## src/source/dcache_pkg.sv

```systemverilog
package dcache_pkg;

    typedef logic [31:0] word_t;

    // the LRU is one bit per set, so two ways only
    localparam int NUM_WAYS = 2;

    localparam int BYTE_OFF_W = 2;

    // two words per block
    localparam int BLK_OFF_W = 1;

    typedef enum logic [3:0] {
        IDLE,
        WB_WORD0,
        WB_WORD1,
        FILL_WORD0,
        FILL_WORD1,
        FLUSH_CHECK,
        FLUSH_WORD0,
        FLUSH_WORD1,
        FLUSHED
    } ctrl_state_t;

    typedef enum logic [2:0] {
        WAY_NONE,
        WAY_WRITE_WORD,
        WAY_FILL_WORD,
        WAY_CLEAN,
        WAY_INVALIDATE_ALL
    } way_op_t;

endpackage

```

## src/source/dcache_way.sv

```systemverilog
module dcache_way #(
    parameter int NUM_SETS = 8,
    localparam int IDX_W = $clog2(NUM_SETS),
    localparam int TAG_W = 32 - IDX_W - dcache_pkg::BLK_OFF_W - dcache_pkg::BYTE_OFF_W
) (
    input  logic                            CLK,
    input  logic                            n_rst,
    input  logic [IDX_W-1:0]                lookup_index,
    input  logic [TAG_W-1:0]                lookup_tag,
    input  dcache_pkg::way_op_t             way_op,
    input  logic                            selected,
    input  logic [IDX_W-1:0]                op_index,
    input  logic [dcache_pkg::BLK_OFF_W-1:0] op_blkoff,
    input  dcache_pkg::word_t               op_data,
    output logic                            hit,
    output logic                            dirty,
    output logic [TAG_W-1:0]                tag,
    output dcache_pkg::word_t               data0,
    output dcache_pkg::word_t               data1
);
    import dcache_pkg::*;

    logic [NUM_SETS-1:0] valid_q;
    logic [NUM_SETS-1:0] dirty_q;
    logic [TAG_W-1:0]    tag_q  [NUM_SETS];
    word_t [1:0]         data_q [NUM_SETS];

    always_ff @(posedge CLK, negedge n_rst) begin
        if (!n_rst) begin
            valid_q <= '0;
            dirty_q <= '0;
        end else if (selected) begin
            case (way_op)
                WAY_WRITE_WORD: begin
                    dirty_q[op_index] <= 1'b1;
                end
                WAY_FILL_WORD: begin
                    // block becomes valid with its second word
                    valid_q[op_index] <= (op_blkoff == BLK_OFF_W'(1));
                    dirty_q[op_index] <= 1'b0;
                end
                WAY_CLEAN: begin
                    dirty_q[op_index] <= 1'b0;
                end
                WAY_INVALIDATE_ALL: begin
                    valid_q <= '0;
                    dirty_q <= '0;
                end
                default: ;
            endcase
        end
    end

    always_ff @(posedge CLK) begin
        if (selected && (way_op == WAY_WRITE_WORD || way_op == WAY_FILL_WORD)) begin
            data_q[op_index][op_blkoff] <= op_data;
        end
        // refill tag is the one the CPU is still holding
        if (selected && way_op == WAY_FILL_WORD) begin
            tag_q[op_index] <= lookup_tag;
        end
    end

    assign hit   = valid_q[lookup_index] && (tag_q[lookup_index] == lookup_tag);
    assign dirty = dirty_q[lookup_index];
    assign tag   = tag_q[lookup_index];
    assign data0 = data_q[lookup_index][0];
    assign data1 = data_q[lookup_index][1];

endmodule

```

## src/source/way_select.sv

```systemverilog
module way_select #(
    parameter int NUM_SETS = 8,
    localparam int IDX_W = $clog2(NUM_SETS),
    localparam int TAG_W = 32 - IDX_W - dcache_pkg::BLK_OFF_W - dcache_pkg::BYTE_OFF_W
) (
    input  logic                                         CLK,
    input  logic                                         n_rst,
    input  logic [dcache_pkg::NUM_WAYS-1:0]              way_hit,
    input  logic [dcache_pkg::NUM_WAYS-1:0]              way_dirty,
    input  logic [dcache_pkg::NUM_WAYS-1:0][TAG_W-1:0]   way_tag,
    input  dcache_pkg::word_t [dcache_pkg::NUM_WAYS-1:0] way_data0,
    input  dcache_pkg::word_t [dcache_pkg::NUM_WAYS-1:0] way_data1,
    input  logic [IDX_W-1:0]                             index,
    input  logic [dcache_pkg::BLK_OFF_W-1:0]             blkoff,
    input  logic                                         access_hit,
    input  logic                                         lru_fill,
    input  logic                                         fill_way,
    output logic                                         any_hit,
    output logic                                         hit_way,
    output dcache_pkg::word_t                            rdata,
    output logic                                         victim_way,
    output logic                                         victim_dirty,
    output logic [TAG_W-1:0]                             victim_tag
);
    import dcache_pkg::*;

    // per set, the way to evict next
    logic [NUM_SETS-1:0] lru_q;

    always_comb begin
        hit_way = 1'b0;
        for (int w = 0; w < NUM_WAYS; w++) begin
            if (way_hit[w]) begin
                hit_way = 1'(w);
            end
        end
    end

    assign any_hit = |way_hit;
    assign rdata   = (blkoff == BLK_OFF_W'(1)) ? way_data1[hit_way] : way_data0[hit_way];

    assign victim_way   = lru_q[index];
    assign victim_dirty = way_dirty[victim_way];
    assign victim_tag   = way_tag[victim_way];

    always_ff @(posedge CLK, negedge n_rst) begin
        if (!n_rst) begin
            lru_q <= '0;
        end else if (lru_fill) begin
            lru_q[index] <= ~fill_way;
        end else if (access_hit) begin
            lru_q[index] <= ~hit_way;
        end
    end

endmodule

```

## src/source/dcache_ctrl.sv

```systemverilog
module dcache_ctrl #(
    parameter int NUM_SETS = 8,
    localparam int IDX_W = $clog2(NUM_SETS),
    localparam int TAG_W = 32 - IDX_W - dcache_pkg::BLK_OFF_W - dcache_pkg::BYTE_OFF_W
) (
    input  logic                                         CLK,
    input  logic                                         n_rst,
    input  logic                                         dmem_ren,
    input  logic                                         dmem_wen,
    input  dcache_pkg::word_t                            dmem_addr,
    input  dcache_pkg::word_t                            dmem_store,
    input  logic                                         halt,
    input  logic                                         any_hit,
    input  logic                                         hit_way,
    input  logic                                         victim_way,
    input  logic                                         victim_dirty,
    input  logic [TAG_W-1:0]                             victim_tag,
    input  logic [dcache_pkg::NUM_WAYS-1:0]              set_dirty,
    input  logic [dcache_pkg::NUM_WAYS-1:0][TAG_W-1:0]   set_tag,
    input  dcache_pkg::word_t [dcache_pkg::NUM_WAYS-1:0] set_data0,
    input  dcache_pkg::word_t [dcache_pkg::NUM_WAYS-1:0] set_data1,
    input  logic                                         mem_wait,
    input  dcache_pkg::word_t                            mem_load,
    output logic                                         dhit,
    output logic                                         flushed,
    output logic                                         mem_ren,
    output logic                                         mem_wen,
    output dcache_pkg::word_t                            mem_addr,
    output dcache_pkg::word_t                            mem_store,
    output dcache_pkg::way_op_t                          way_op,
    output logic [dcache_pkg::NUM_WAYS-1:0]              way_sel,
    output logic [IDX_W-1:0]                             op_index,
    output logic [dcache_pkg::BLK_OFF_W-1:0]             op_blkoff,
    output dcache_pkg::word_t                            op_data,
    output logic                                         access_hit,
    output logic                                         lru_fill,
    output logic                                         fill_way,
    output logic [IDX_W-1:0]                             lookup_index
);
    import dcache_pkg::*;

    localparam int OFF_W = BLK_OFF_W + BYTE_OFF_W;
    localparam logic [IDX_W-1:0] LAST_SET = IDX_W'(NUM_SETS - 1);

    ctrl_state_t          state;
    ctrl_state_t          next_state;
    logic [IDX_W-1:0]     flush_index;
    logic [IDX_W-1:0]     next_flush_index;
    logic                 tgt_way;
    logic                 next_tgt_way;
    logic                 fl_way;
    logic                 next_mem_ren;
    logic                 next_mem_wen;
    word_t                next_mem_addr;
    word_t                next_mem_store;
    logic [TAG_W-1:0]     cpu_tag;
    logic [IDX_W-1:0]     cpu_index;
    logic [BLK_OFF_W-1:0] cpu_blkoff;
    word_t                cpu_base;
    logic                 cpu_req;
    logic                 flush_mode;

    assign cpu_tag    = dmem_addr[31 -: TAG_W];
    assign cpu_index  = dmem_addr[OFF_W +: IDX_W];
    assign cpu_blkoff = dmem_addr[BYTE_OFF_W +: BLK_OFF_W];
    assign cpu_base   = {cpu_tag, cpu_index, {OFF_W{1'b0}}};
    assign cpu_req    = dmem_ren || dmem_wen;

    // during flush the ways look at the flush index
    assign flush_mode   = state inside {FLUSH_CHECK, FLUSH_WORD0, FLUSH_WORD1, FLUSHED};
    assign lookup_index = flush_mode ? flush_index : cpu_index;
    assign op_index     = lookup_index;

    assign dhit       = (state == IDLE) && cpu_req && any_hit;
    assign access_hit = dhit;
    assign flushed    = (state == FLUSHED);
    assign fill_way   = tgt_way;

    // lowest dirty way of the set being flushed
    always_comb begin
        fl_way = 1'b0;
        for (int w = NUM_WAYS - 1; w >= 0; w--) begin
            if (set_dirty[w]) begin
                fl_way = 1'(w);
            end
        end
    end

    always_comb begin
        next_state       = state;
        next_flush_index = flush_index;
        next_tgt_way     = tgt_way;
        next_mem_ren     = mem_ren;
        next_mem_wen     = mem_wen;
        next_mem_addr    = mem_addr;
        next_mem_store   = mem_store;
        way_op           = WAY_NONE;
        way_sel          = '0;
        way_sel[tgt_way] = 1'b1;
        op_blkoff        = cpu_blkoff;
        op_data          = mem_load;
        lru_fill         = 1'b0;

        case (state)
            IDLE: begin
                if (dhit && dmem_wen) begin
                    way_op           = WAY_WRITE_WORD;
                    way_sel          = '0;
                    way_sel[hit_way] = 1'b1;
                    op_data          = dmem_store;
                end
                if (halt) begin
                    next_state       = FLUSH_CHECK;
                    next_flush_index = '0;
                end else if (cpu_req && !any_hit) begin
                    next_tgt_way = victim_way;
                    if (victim_dirty) begin
                        next_state     = WB_WORD0;
                        next_mem_wen   = 1'b1;
                        next_mem_addr  = {victim_tag, cpu_index, {OFF_W{1'b0}}};
                        next_mem_store = set_data0[victim_way];
                    end else begin
                        next_state    = FILL_WORD0;
                        next_mem_ren  = 1'b1;
                        next_mem_addr = cpu_base;
                    end
                end
            end
            WB_WORD0, FLUSH_WORD0: begin
                if (!mem_wait) begin
                    next_state     = (state == WB_WORD0) ? WB_WORD1 : FLUSH_WORD1;
                    next_mem_addr  = mem_addr + 32'd4;
                    next_mem_store = set_data1[tgt_way];
                end
            end
            WB_WORD1: begin
                if (!mem_wait) begin
                    way_op        = WAY_CLEAN;
                    next_state    = FILL_WORD0;
                    next_mem_wen  = 1'b0;
                    next_mem_ren  = 1'b1;
                    next_mem_addr = cpu_base;
                end
            end
            FILL_WORD0: begin
                if (!mem_wait) begin
                    way_op        = WAY_FILL_WORD;
                    op_blkoff     = '0;
                    next_state    = FILL_WORD1;
                    next_mem_addr = mem_addr + 32'd4;
                end
            end
            FILL_WORD1: begin
                if (!mem_wait) begin
                    way_op       = WAY_FILL_WORD;
                    op_blkoff    = BLK_OFF_W'(1);
                    lru_fill     = 1'b1;
                    next_state   = IDLE;
                    next_mem_ren = 1'b0;
                end
            end
            FLUSH_CHECK: begin
                if (|set_dirty) begin
                    next_tgt_way   = fl_way;
                    next_state     = FLUSH_WORD0;
                    next_mem_wen   = 1'b1;
                    next_mem_addr  = {set_tag[fl_way], flush_index, {OFF_W{1'b0}}};
                    next_mem_store = set_data0[fl_way];
                end else if (flush_index == LAST_SET) begin
                    way_op     = WAY_INVALIDATE_ALL;
                    way_sel    = '1;
                    next_state = FLUSHED;
                end else begin
                    next_flush_index = flush_index + 1'b1;
                end
            end
            FLUSH_WORD1: begin
                // back to the same set, the other way may still be dirty
                if (!mem_wait) begin
                    way_op       = WAY_CLEAN;
                    next_state   = FLUSH_CHECK;
                    next_mem_wen = 1'b0;
                end
            end
            default: ;
        endcase
    end

    always_ff @(posedge CLK, negedge n_rst) begin
        if (!n_rst) begin
            state       <= IDLE;
            flush_index <= '0;
            tgt_way     <= 1'b0;
            mem_ren     <= 1'b0;
            mem_wen     <= 1'b0;
        end else begin
            state       <= next_state;
            flush_index <= next_flush_index;
            tgt_way     <= next_tgt_way;
            mem_ren     <= next_mem_ren;
            mem_wen     <= next_mem_wen;
        end
    end

    always_ff @(posedge CLK) begin
        mem_addr  <= next_mem_addr;
        mem_store <= next_mem_store;
    end

endmodule

```

## src/source/dcache_top.sv

```systemverilog
module dcache_top #(
    parameter int NUM_SETS = 8
) (
    input  logic              CLK,
    input  logic              n_rst,
    input  logic              dmem_ren,
    input  logic              dmem_wen,
    input  dcache_pkg::word_t dmem_addr,
    input  dcache_pkg::word_t dmem_store,
    input  logic              halt,
    output logic              dhit,
    output dcache_pkg::word_t dmem_load,
    output logic              flushed,
    output logic              mem_ren,
    output logic              mem_wen,
    output dcache_pkg::word_t mem_addr,
    output dcache_pkg::word_t mem_store,
    input  logic              mem_wait,
    input  dcache_pkg::word_t mem_load
);
    import dcache_pkg::*;

    localparam int IDX_W = $clog2(NUM_SETS);
    localparam int TAG_W = 32 - IDX_W - BLK_OFF_W - BYTE_OFF_W;

    logic [TAG_W-1:0]               cpu_tag;
    logic [BLK_OFF_W-1:0]           cpu_blkoff;
    way_op_t                        way_op;
    logic [NUM_WAYS-1:0]            way_sel;
    logic [IDX_W-1:0]               op_index;
    logic [IDX_W-1:0]               lookup_index;
    logic [BLK_OFF_W-1:0]           op_blkoff;
    word_t                          op_data;
    logic [NUM_WAYS-1:0]            way_hit;
    logic [NUM_WAYS-1:0]            way_dirty;
    logic [NUM_WAYS-1:0][TAG_W-1:0] way_tag;
    word_t [NUM_WAYS-1:0]           way_data0;
    word_t [NUM_WAYS-1:0]           way_data1;
    logic                           any_hit;
    logic                           hit_way;
    logic                           victim_way;
    logic                           victim_dirty;
    logic [TAG_W-1:0]               victim_tag;
    logic                           access_hit;
    logic                           lru_fill;
    logic                           fill_way;

    // index is split inside the controller, which owns the flush mux
    assign cpu_tag    = dmem_addr[31 -: TAG_W];
    assign cpu_blkoff = dmem_addr[BYTE_OFF_W +: BLK_OFF_W];

    dcache_ctrl #(.NUM_SETS(NUM_SETS)) u_ctrl (
        .CLK(CLK),
        .n_rst(n_rst),
        .dmem_ren(dmem_ren),
        .dmem_wen(dmem_wen),
        .dmem_addr(dmem_addr),
        .dmem_store(dmem_store),
        .halt(halt),
        .any_hit(any_hit),
        .hit_way(hit_way),
        .victim_way(victim_way),
        .victim_dirty(victim_dirty),
        .victim_tag(victim_tag),
        .set_dirty(way_dirty),
        .set_tag(way_tag),
        .set_data0(way_data0),
        .set_data1(way_data1),
        .mem_wait(mem_wait),
        .mem_load(mem_load),
        .dhit(dhit),
        .flushed(flushed),
        .mem_ren(mem_ren),
        .mem_wen(mem_wen),
        .mem_addr(mem_addr),
        .mem_store(mem_store),
        .way_op(way_op),
        .way_sel(way_sel),
        .op_index(op_index),
        .op_blkoff(op_blkoff),
        .op_data(op_data),
        .access_hit(access_hit),
        .lru_fill(lru_fill),
        .fill_way(fill_way),
        .lookup_index(lookup_index)
    );

    for (genvar w = 0; w < NUM_WAYS; w++) begin : g_way
        dcache_way #(.NUM_SETS(NUM_SETS)) u_way (
            .CLK(CLK),
            .n_rst(n_rst),
            .lookup_index(lookup_index),
            .lookup_tag(cpu_tag),
            .way_op(way_op),
            .selected(way_sel[w]),
            .op_index(op_index),
            .op_blkoff(op_blkoff),
            .op_data(op_data),
            .hit(way_hit[w]),
            .dirty(way_dirty[w]),
            .tag(way_tag[w]),
            .data0(way_data0[w]),
            .data1(way_data1[w])
        );
    end

    way_select #(.NUM_SETS(NUM_SETS)) u_sel (
        .CLK(CLK),
        .n_rst(n_rst),
        .way_hit(way_hit),
        .way_dirty(way_dirty),
        .way_tag(way_tag),
        .way_data0(way_data0),
        .way_data1(way_data1),
        .index(lookup_index),
        .blkoff(cpu_blkoff),
        .access_hit(access_hit),
        .lru_fill(lru_fill),
        .fill_way(fill_way),
        .any_hit(any_hit),
        .hit_way(hit_way),
        .rdata(dmem_load),
        .victim_way(victim_way),
        .victim_dirty(victim_dirty),
        .victim_tag(victim_tag)
    );

endmodule

```

## config.mk

```make
export PLATFORM = sky130hd
export DESIGN_NAME = dcache_top
export DESIGN_NICKNAME = d
export VERILOG_FILES = /design/src/source/dcache_pkg.sv /design/src/source/dcache_way.sv /design/src/source/way_select.sv /design/src/source/dcache_ctrl.sv /design/src/source/dcache_top.sv
export SDC_FILE = /design/constraint.sdc
export NUM_CORES = 2
export LEC_CHECK = 0
export BUFFER_PORTS_ARGS = -buffer_cell sky130_fd_sc_hd__buf_2
export CAP_MARGIN = 20
export CELL_PAD_IN_SITES_DETAIL_PLACEMENT = 0
export CELL_PAD_IN_SITES_GLOBAL_PLACEMENT = 2
export CORE_MARGIN = 8
export CORE_UTILIZATION = 43
export CTS_BUF_LIST = sky130_fd_sc_hd__clkbuf_4 sky130_fd_sc_hd__clkbuf_8
export DETAILED_ROUTE_END_ITERATION = 8
export HOLD_SLACK_MARGIN = 0.15
export PLACE_DENSITY = 0.78
export SLEW_MARGIN = 30
export SYNTH_ARGS = -nofsm -noshare
export SYNTH_HDL_FRONTEND = slang
export SYNTH_SLANG_ARGS = --single-unit
```

## constraint.sdc

```tcl
create_clock -name CLK -period 8.2 [get_ports CLK]
set_clock_uncertainty 0.15 [all_clocks]
set_input_delay 0.41 -clock CLK [delete_from_list [all_inputs] [get_ports CLK]]
set_output_delay 0.41 -clock CLK [all_outputs]
set_load 0.01 [all_outputs]
```

* Word level (Yosys, flattened, before mapping)
Memories as Yosys holds them, arrays and structs flattened. Cells that the tools add are included.
Cells by class: add/sub/neg operators 2, $lt $le $gt $ge 10, equality and inequality tests 32, multiplexer cells 118, bitwise operators 7, reductions and logical operators 46
Operator list (count):
- 2-to-1 mux 32 bit | 25
- 2-to-1 mux 64 bit | 2
- one-hot mux 32 bit (4 select lines) | 1
- 2-to-1 mux 26 bit | 4
- one-hot mux 32 bit (3 select lines) | 1
- == test 26 bit | 2
- one-hot mux 8 bit (3 select lines) | 2
- 2-to-1 mux 1 bit | 36
- 2-to-1 mux 4 bit | 9
- adder 32 x 3 -> 32 bit, second input constant | 1
- bitwise mux 8 bit | 4
- demux 32 bit (select 1 bit) | 1
- one-hot mux 8 bit (2 select lines) | 2
- != test 2 bit, second input constant | 14
- one-hot mux 4 bit (7 select lines) | 1
- AND reduction 6 bit | 4
- 2-to-1 mux 3 bit | 7
- AND 8 bit | 2
- == test 4 x 3 -> 1 bit, second input constant | 4
- 2-to-1 mux 8 bit | 2
- bitwise OR 8 bit | 2
- binary-select mux 1 bit (select 3 bit) | 5
- logical AND 1 bit | 14
- 2-to-1 mux 2 bit | 6
- 34 further kinds | 64
Word-level totals: register bits 114, RAM bits 1440, output and inout port bits 100, word-level logic and storage cells 231, memories 4
Memories:
- g_way[0].u_way.data_q | words 8, bits a word 64, read ports 1, clocked after memory_dff 0, wr ports 1, RTL line dcache_way.sv:26 | word_t [1:0] data_q [NUM_SETS];
- g_way[1].u_way.data_q | words 8, bits a word 64, read ports 1, clocked after memory_dff 0, wr ports 1, RTL line dcache_way.sv:26
- g_way[0].u_way.tag_q | words 8, bits a word 26, read ports 1, clocked after memory_dff 0, wr ports 1, RTL line dcache_way.sv:25 | logic [TAG_W-1:0] tag_q [NUM_SETS];
- g_way[1].u_way.tag_q | words 8, bits a word 26, read ports 1, clocked after memory_dff 0, wr ports 1, RTL line dcache_way.sv:25

* Logic depth before layout (Yosys ltp)
depth in word-level cells 16, gate-level depth with buffers 20, gate-level depth less buffers 13

* Cells and area by module
From an unflattened synthesis, not the netlist that was laid out.
Second synthesis, totals: cell total of the unflattened synthesis 3360, area total of the unflattened synthesis 64595.7 um2
By module, submodules not included:
- dcache_way (g_way[1].u_way) | times used 1, cells an instance 1320, area each 28548.6 um2
- dcache_way (g_way[0].u_way) | times used 1, cells an instance 1320, area each 28547.4 um2
- dcache_ctrl | times used 1, cells an instance 609, area each 5948.2 um2
- way_select | times used 1, cells an instance 111, area each 1551.5 um2

* Worst setup path after synthesis
No wires, ideal clock.
path kind reg-to-reg, start point register u_ctrl.state[2], end point memory g_way[0].u_way.data_q[0][0] (netlist name) (enable), library setup time 501 ps, arrival time 6940 ps, data required time 7549 ps, path slack 609 ps, cell stages (with the launch flop) 20, path buffers 7, clock period less this slack 7591 ps, cell sequence dfrtp_1 -> buf_2 -> or4b_1 -> buf_2 -> clkinv_2 -> a21oi_2 -> o21ai_2 -> buf_4 -> buf_2 -> buf_2 -> mux4_2 -> mux2i_1 -> xnor2_1 -> nor4_1 -> nand4_1 -> a21oi_2 -> nor2b_1 -> clkbuf_1 -> buf_2 -> nor4_1
Between the ends: word-level cells in the longest chain between the ends 16, elaborated cells between the ends (all ways) 55, those cells by class 4 x order compare; 11 x eq/ne; 23 x mux; 15 x reduce/logical; 2 x memory
Ends and longest elaborated chain:
- start: declaration | RTL line dcache_ctrl.sv:45 | ctrl_state_t state;
- start signal: assignment | RTL line dcache_ctrl.sv:197 | state <= next_state;
- == test 4 bit *
- net flushed | RTL line dcache_top.sv:13 | output logic flushed,
- nonzero test 4 bit * | RTL line dcache_ctrl.sv:70 | assign flush_mode = state inside {FLUSH_CHECK, FLUSH_WORD0, FLUSH_WORD1, FLUSHED};
- 2-to-1 mux 3 bit * | RTL line dcache_ctrl.sv:71 | assign lookup_index = flush_mode ? flush_index : cpu_index;
- memory read (8 x 26 bit) or binary-select mux 1 bit (select 3 bit) (tied branches)
- == test 26 bit or 2-to-1 mux 1 bit (tied branches) | RTL line dcache_way.sv:64 | assign hit = valid_q[lookup_index] && (tag_q[lookup_index] == lookup_tag);
- logical AND 1 bit | RTL line dcache_way.sv:64
- 2-to-1 mux 1 bit or OR reduction 2 bit (tied branches) | RTL line way_select.sv:33, way_select.sv:39
- less-than comparator 1 x 2 -> 1 bit (implied by the code), or another cell as far along | RTL line dcache_ctrl.sv:109 | way_sel[hit_way] = 1'b1;
- logical AND 1 bit, on equally long branches | RTL line dcache_ctrl.sv:109, dcache_ctrl.sv:106
- 2-to-1 mux 1 bit, on equally long branches | RTL line dcache_ctrl.sv:109, dcache_ctrl.sv:106
- demux 1 bit (select 1 bit) or one-hot mux 3 bit (4 select lines) (tied branches)
- 2-to-1 mux 2 bit, or another cell as far along | RTL line dcache_ctrl.sv:106 | if (dhit && dmem_wen) begin
- one-hot mux 2 bit (2 select lines) or logical OR 1 bit (tied branches) | RTL line dcache_ctrl.sv:104, dcache_way.sv:55
- logical AND 1 bit | RTL line dcache_way.sv:55 | if (selected && (way_op == WAY_WRITE_WORD || way_op == WAY_FILL_WORD)) begin
- 2-to-1 mux 1 bit | RTL line dcache_way.sv:55
- 2-to-1 mux 64 bit (implied by the code) | RTL line dcache_way.sv:56 | data_q[op_index][op_blkoff] <= op_data;
- end: declaration | RTL line dcache_way.sv:26
Mark *: on every way through the listed nets, which the timed path passes. The rest lies on a longest branch. The select of a mux whose other input is x is not followed.

* Worst setup path in the final report
start point register u_ctrl.state[1], end point output dmem_load[6]
Between the ends: word-level cells in the longest chain between the ends 10, elaborated cells between the ends (all ways) 19, those cells by class 5 x eq/ne; 9 x mux; 2 x reduce/logical; 3 x memory
Ends and longest elaborated chain:
- == test 4 x 3 -> 1 bit or == test 4 bit (tied branches) | RTL line dcache_ctrl.sv:70
- nonzero test 4 bit * | RTL line dcache_ctrl.sv:70
- 2-to-1 mux 3 bit * | RTL line dcache_ctrl.sv:71
- memory read (8 x 26 bit) or binary-select mux 1 bit (select 3 bit) (tied branches)
- == test 26 bit or 2-to-1 mux 1 bit (tied branches) | RTL line dcache_way.sv:64
- logical AND 1 bit | RTL line dcache_way.sv:64
- 2-to-1 mux 1 bit | RTL line way_select.sv:33 | if (way_hit[w]) begin
- 2-to-1 mux 32 bit (implied by the code) (2 in a row) | RTL line way_select.sv:40 | assign rdata = (blkoff == BLK_OFF_W'(1)) ? way_data1[hit_way] : way_data0[hit_way];
- 2-to-1 mux 32 bit * | RTL line way_select.sv:40
- end: declaration | RTL line dcache_top.sv:12 | output dcache_pkg::word_t dmem_load,
Mark *: on every way between the ends. The rest lies on a longest branch, timed or not. The select of a mux whose other input is x is not followed.

==> summary.md <==
| Metric | Value |
|---|---|
| CORE AREA | `146,000 sq um` |
| Reg2Reg Depth | `16` |
| Vias in the first global route | `40,900` |
| DR vias | `41,700` |
| Overflow after GRT | `0` |
| Top_reg_cell synth | `edfxtp_1` |
| Setup crit start kind | `flop` |
| Nets@finish | `4,621` |
| Top-level I/O count | `202` |
| # resized after CTS | `0` |
| Post-synthesis cell area | `63,200 sq um` |
| Seq/Total Area, Yosys | `0.733` |
| P_int | `17.1 mW` |
| R2R Setup Slk | `0.56 ns` |
| Cells on Worst Hold Path | `3` |
| CP required | `7.64 ns` |
| Gate power share | `0.461` |
| Sw Ratio | `0.430` |
| # Post-CTS Setup Buffers | `0` |
| Static Leak | `24.4 nW` |
| Max-slew violations | `0` |
| Initial Util | `0.433` |
| Relative slew slack | `0.287` |
| Post-DP HPWL | `117 mm` |
| Clock power share | `0.215` |
| Post-synth EDFFs | `1,502` |
| Root Buffer | `clkbuf_8` |
| Critical register-to-register path endpoint | `g_way[1].u_way.data_q[4][58]` |
| Critical path type | `flop to output pin` |
| DIE AREA | `160,000 sq um` |
| Hold path startpoint | `mem_load[8]` |
| Clk pin slew, worst setup/hold paths | `0.06 ns` |
| Final cell count without fillers | `6,637` |
| Hold Path Class | `input pin to flop` |
| Fmax | `130 MHz` |
| Pwr Density | `409 nW/um^2` |
| First-pass GRT wire length | `298 mm` |
| Number of cells in the design after placement | `6,086` |
| Net Switching | `13.0 mW` |
| Port bufs | `197` |
| Placer Congestion | `0.895` |
| Worst Hold Path EP | `g_way[1].u_way.data_q[3][8]` |
| Longest Clk Path Bufs | `3` |
| RSZ-0062 raised after global routing | `no` |
| Asr flop ratio synth | `0.0322` |
| Nature of the critical path endpoint | `output pin` |
| Number of H-tree levels | `4` |
| Yosys warning count | `0` |
| Post-route setup TNS | `0 ns` |
| Row cnt | `140` |
| Area added between synthesis and finish | `16.2%` |
| Drt wl/cell | `31.7 um` |
| Post-Syn Instances | `4,080` |
| Final setup fails | `0` |
| Avg Inst Size Synth | `15.5 sq um` |
| Die width | `400 um` |
| Worst endpoint data arrival time | `7.13 ns` |
| Reg2Reg Launch Point | `u_ctrl.state[0]` |
| Flops & latches, synth | `1,552` |
| Max_cap viols | `0` |
| Yosys cell types | `87` |
| Starting DRT DRC Count | `5,046` |
| CTS tree | `done` |
| Status | `finished clean` |
| Antenna violation net count after detailed routing | `0` |
| Total CTS buffers | `239` |
| Worst Path Max Fanout | `41` |
| Worst-Skew Late Latency | `0.97 ns` |
| Reg power frac | `0.324` |
| Final WL | `210 mm` |
| Maximum vdd drop | `0.000326 V` |
| Die Height | `400 um` |
| Drt pass-1 iters | `6` |
| DRC | `0` |
| Vias/cell | `6.29` |
| Clock Sinks | `1,552` |
| Initial antenna violation count | `10` |
| Min Tclk post-route | `7.69 ns` |
| Final hold vios | `0` |
| Pin count of the biggest net entering global routing | `116` |
| Worst slew pin tran | `1.06 ns` |
| Tcrit/Tclk final | `0.938` |
| Global Route Usage Sum | `0.257` |
| Layout cell share with drive strength beyond 1 | `0.207` |
==> layout by cell type, fill, tap and decap left out, types with 14 or more instances in the layout <==
| cell | n |
|---|---|
| nor3_2 | 23 |
| clkinv_2 | 31 |
| nand2_1 | 304 |
| xor2_1 | 24 |
| dlygate4sd3_1 | 77 |
| buf_12 | 30 |
| and3_1 | 18 |
| buf_2 | 223 |
| nand3_1 | 89 |
| mux2i_1 | 120 |
| buf_4 | 157 |
| a221oi_1 | 75 |
| a21oi_1 | 124 |
| a211oi_1 | 47 |
| xnor2_1 | 45 |
| dfrtp_1 | 49 |
| clkinv_1 | 65 |
| o2111ai_1 | 17 |
| a2111oi_0 | 67 |
| a222oi_1 | 29 |
| mux2_2 | 41 |
| nor2_1 | 97 |
| a22oi_1 | 377 |
| nor3_1 | 15 |
| o21ai_0 | 143 |
| nor2_4 | 23 |
| edfxtp_1 | 1502 |
| inv_1 | 31 |
| or3_1 | 14 |
| o211a_1 | 66 |
| mux4_2 | 38 |
| a221o_1 | 16 |
| nand4_1 | 75 |
| o211ai_1 | 21 |
| clkbuf_4 | 87 |
| a22o_1 | 52 |
| clkbuf_8 | 242 |
| nor4_1 | 17 |
==> critical path, stage by stage, from the launching register on <==
cell	delay (ns)
dfrtp_1	0.55
nor2_1	0.60
buf_4	0.32
nor3_1	0.11
a221oi_4	0.53
buf_12	0.31
buf_4	0.25
mux4_2	0.54
mux2i_1	0.40
xor2_1	0.37
nand2_1	0.09
or4bb_1	0.53
nor4_4	0.36
buf_12	0.37
mux4_2	0.58
buf_2	0.16
==> metal layers <==
layer,vias up,track usage,part of all wire
li1,17600,-,-
met1,21400,0.350,0.40
met2,2285,0.419,0.47
met3,411,0.0482,0.090
met4,4,0.0857,0.034
met5,-,0,0.00014
==> per-stage QoR <==
| step | hold WS [ns] | area (sq um) | utilization | setup WS [ns] | power, mW |
|---|---|---|---|---|---|
| 6_report | 0.164 | 73500 | 0.504 | 0.510 | 30.1 |
| 5_1_grt | 0.151 | 73500 | 0.504 | 0.243 | 31.3 |
| 4_1_cts | 0.153 | 73600 | 0.504 | 0.476 | 30.0 |
| 3_5_place_dp | 0.324 | 67700 | 0.464 | 1.07 | 23.5 |
| 3_3_place_gp | 0.324 | 67700 | 0.464 | 1.08 | 23.4 |
| 2_1_floorplan | -0.0356 | 63300 | - | 0.609 | 17.6 |
==> final cells by class <==
type                            instances  area, sq um
Antenna cell                            3         7.51
Fill cell                           12400        72400
Clock buffer                          329         3980
Sequential cell                      1552        46400
Multi-Input combinational cell       2196        16100
Timing Repair Buffer                  490         3720
Tap cell                             1917         2400
Inverter                               37          140
Clock inverter                        113          802
==> worst max-delay path by stage <==
stage / endpoint / cells after the start / slack [ns] / start
after floorplan: g_way[0].u_way.data_q[0][0] / 19 / 0.61 / u_ctrl.state[2]
after global placement: g_way[0].u_way.data_q[4][2] / 15 / 1.08 / u_ctrl.state[1]
after CTS: dmem_load[6] / 15 / 0.48 / u_ctrl.state[1]
after detailed placement: g_way[0].u_way.data_q[4][11] / 14 / 1.07 / u_ctrl.state[1]
after global routing: dmem_load[6] / 15 / 0.24 / u_ctrl.state[1]
final: dmem_load[6] / 15 / 0.51 / u_ctrl.state[1]
==> cell usage after synthesis (all sizes together) (75+ instances only) <==
master  count  area [sq um]
a21oi     129           664
a221oi     77           687
a22oi     378          2840
buf        90           449
clkbuf    206           773
edfxtp   1502         45100
mux2i     120          1200
nand2     304          1140
nand3      89           445
nand4      75           469
nor2      127           477
o21ai     149           753
==> sequential cells by signal, indices dropped and copies added, names as in the netlist, 4 cells and up <==
signal / flops
g_way.u_way.tag_q: 416
g_way.u_way.data_q: 1024
u_sel.lru_q: 8
u_ctrl.mem_store: 32
g_way.u_way.dirty_q: 16
g_way.u_way.valid_q: 16
u_ctrl.mem_addr: 30
u_ctrl.state: 4
==> power by group through the flow <==
stage | Sequential [mW] | Combinational, mW | Clock, mW
floorplan | 9.89 | 7.74 | 0
global route | 9.78 | 14.6 | 6.89
finish | 9.74 | 13.9 | 6.47
detailed placement | 9.89 | 13.6 | 0
global placement | 9.88 | 13.5 | 0
CTS | 9.74 | 13.7 | 6.56
==> cells by family (layout without fill, tap and decap cells) <==
| group | after synthesis | after routing | share of synthesized area |
|---|---|---|---|
| compound gates | 1167 | 1167 | 0.139 |
| xor+xnor | 69 | 69 | 0.00955 |
| fa+ha+maj | 3 | 3 | 0.000594 |
| buf+inv | 333 | 969 | 0.0215 |
| flops | 1552 | 1552 | 0.733 |
| mux | 199 | 199 | 0.0398 |
| other cells | 1 | 5 | 0.0000593 |
| simple gates | 756 | 756 | 0.0564 |
==> what timing repair did <==
item / 4_1_cts / 5_1_grt
hold buffers: 103 / 2
endpoints found under the hold margin: 1473 / 41
setup endpoints to repair: 0 / 0
(Power assumes the default switching activity.)
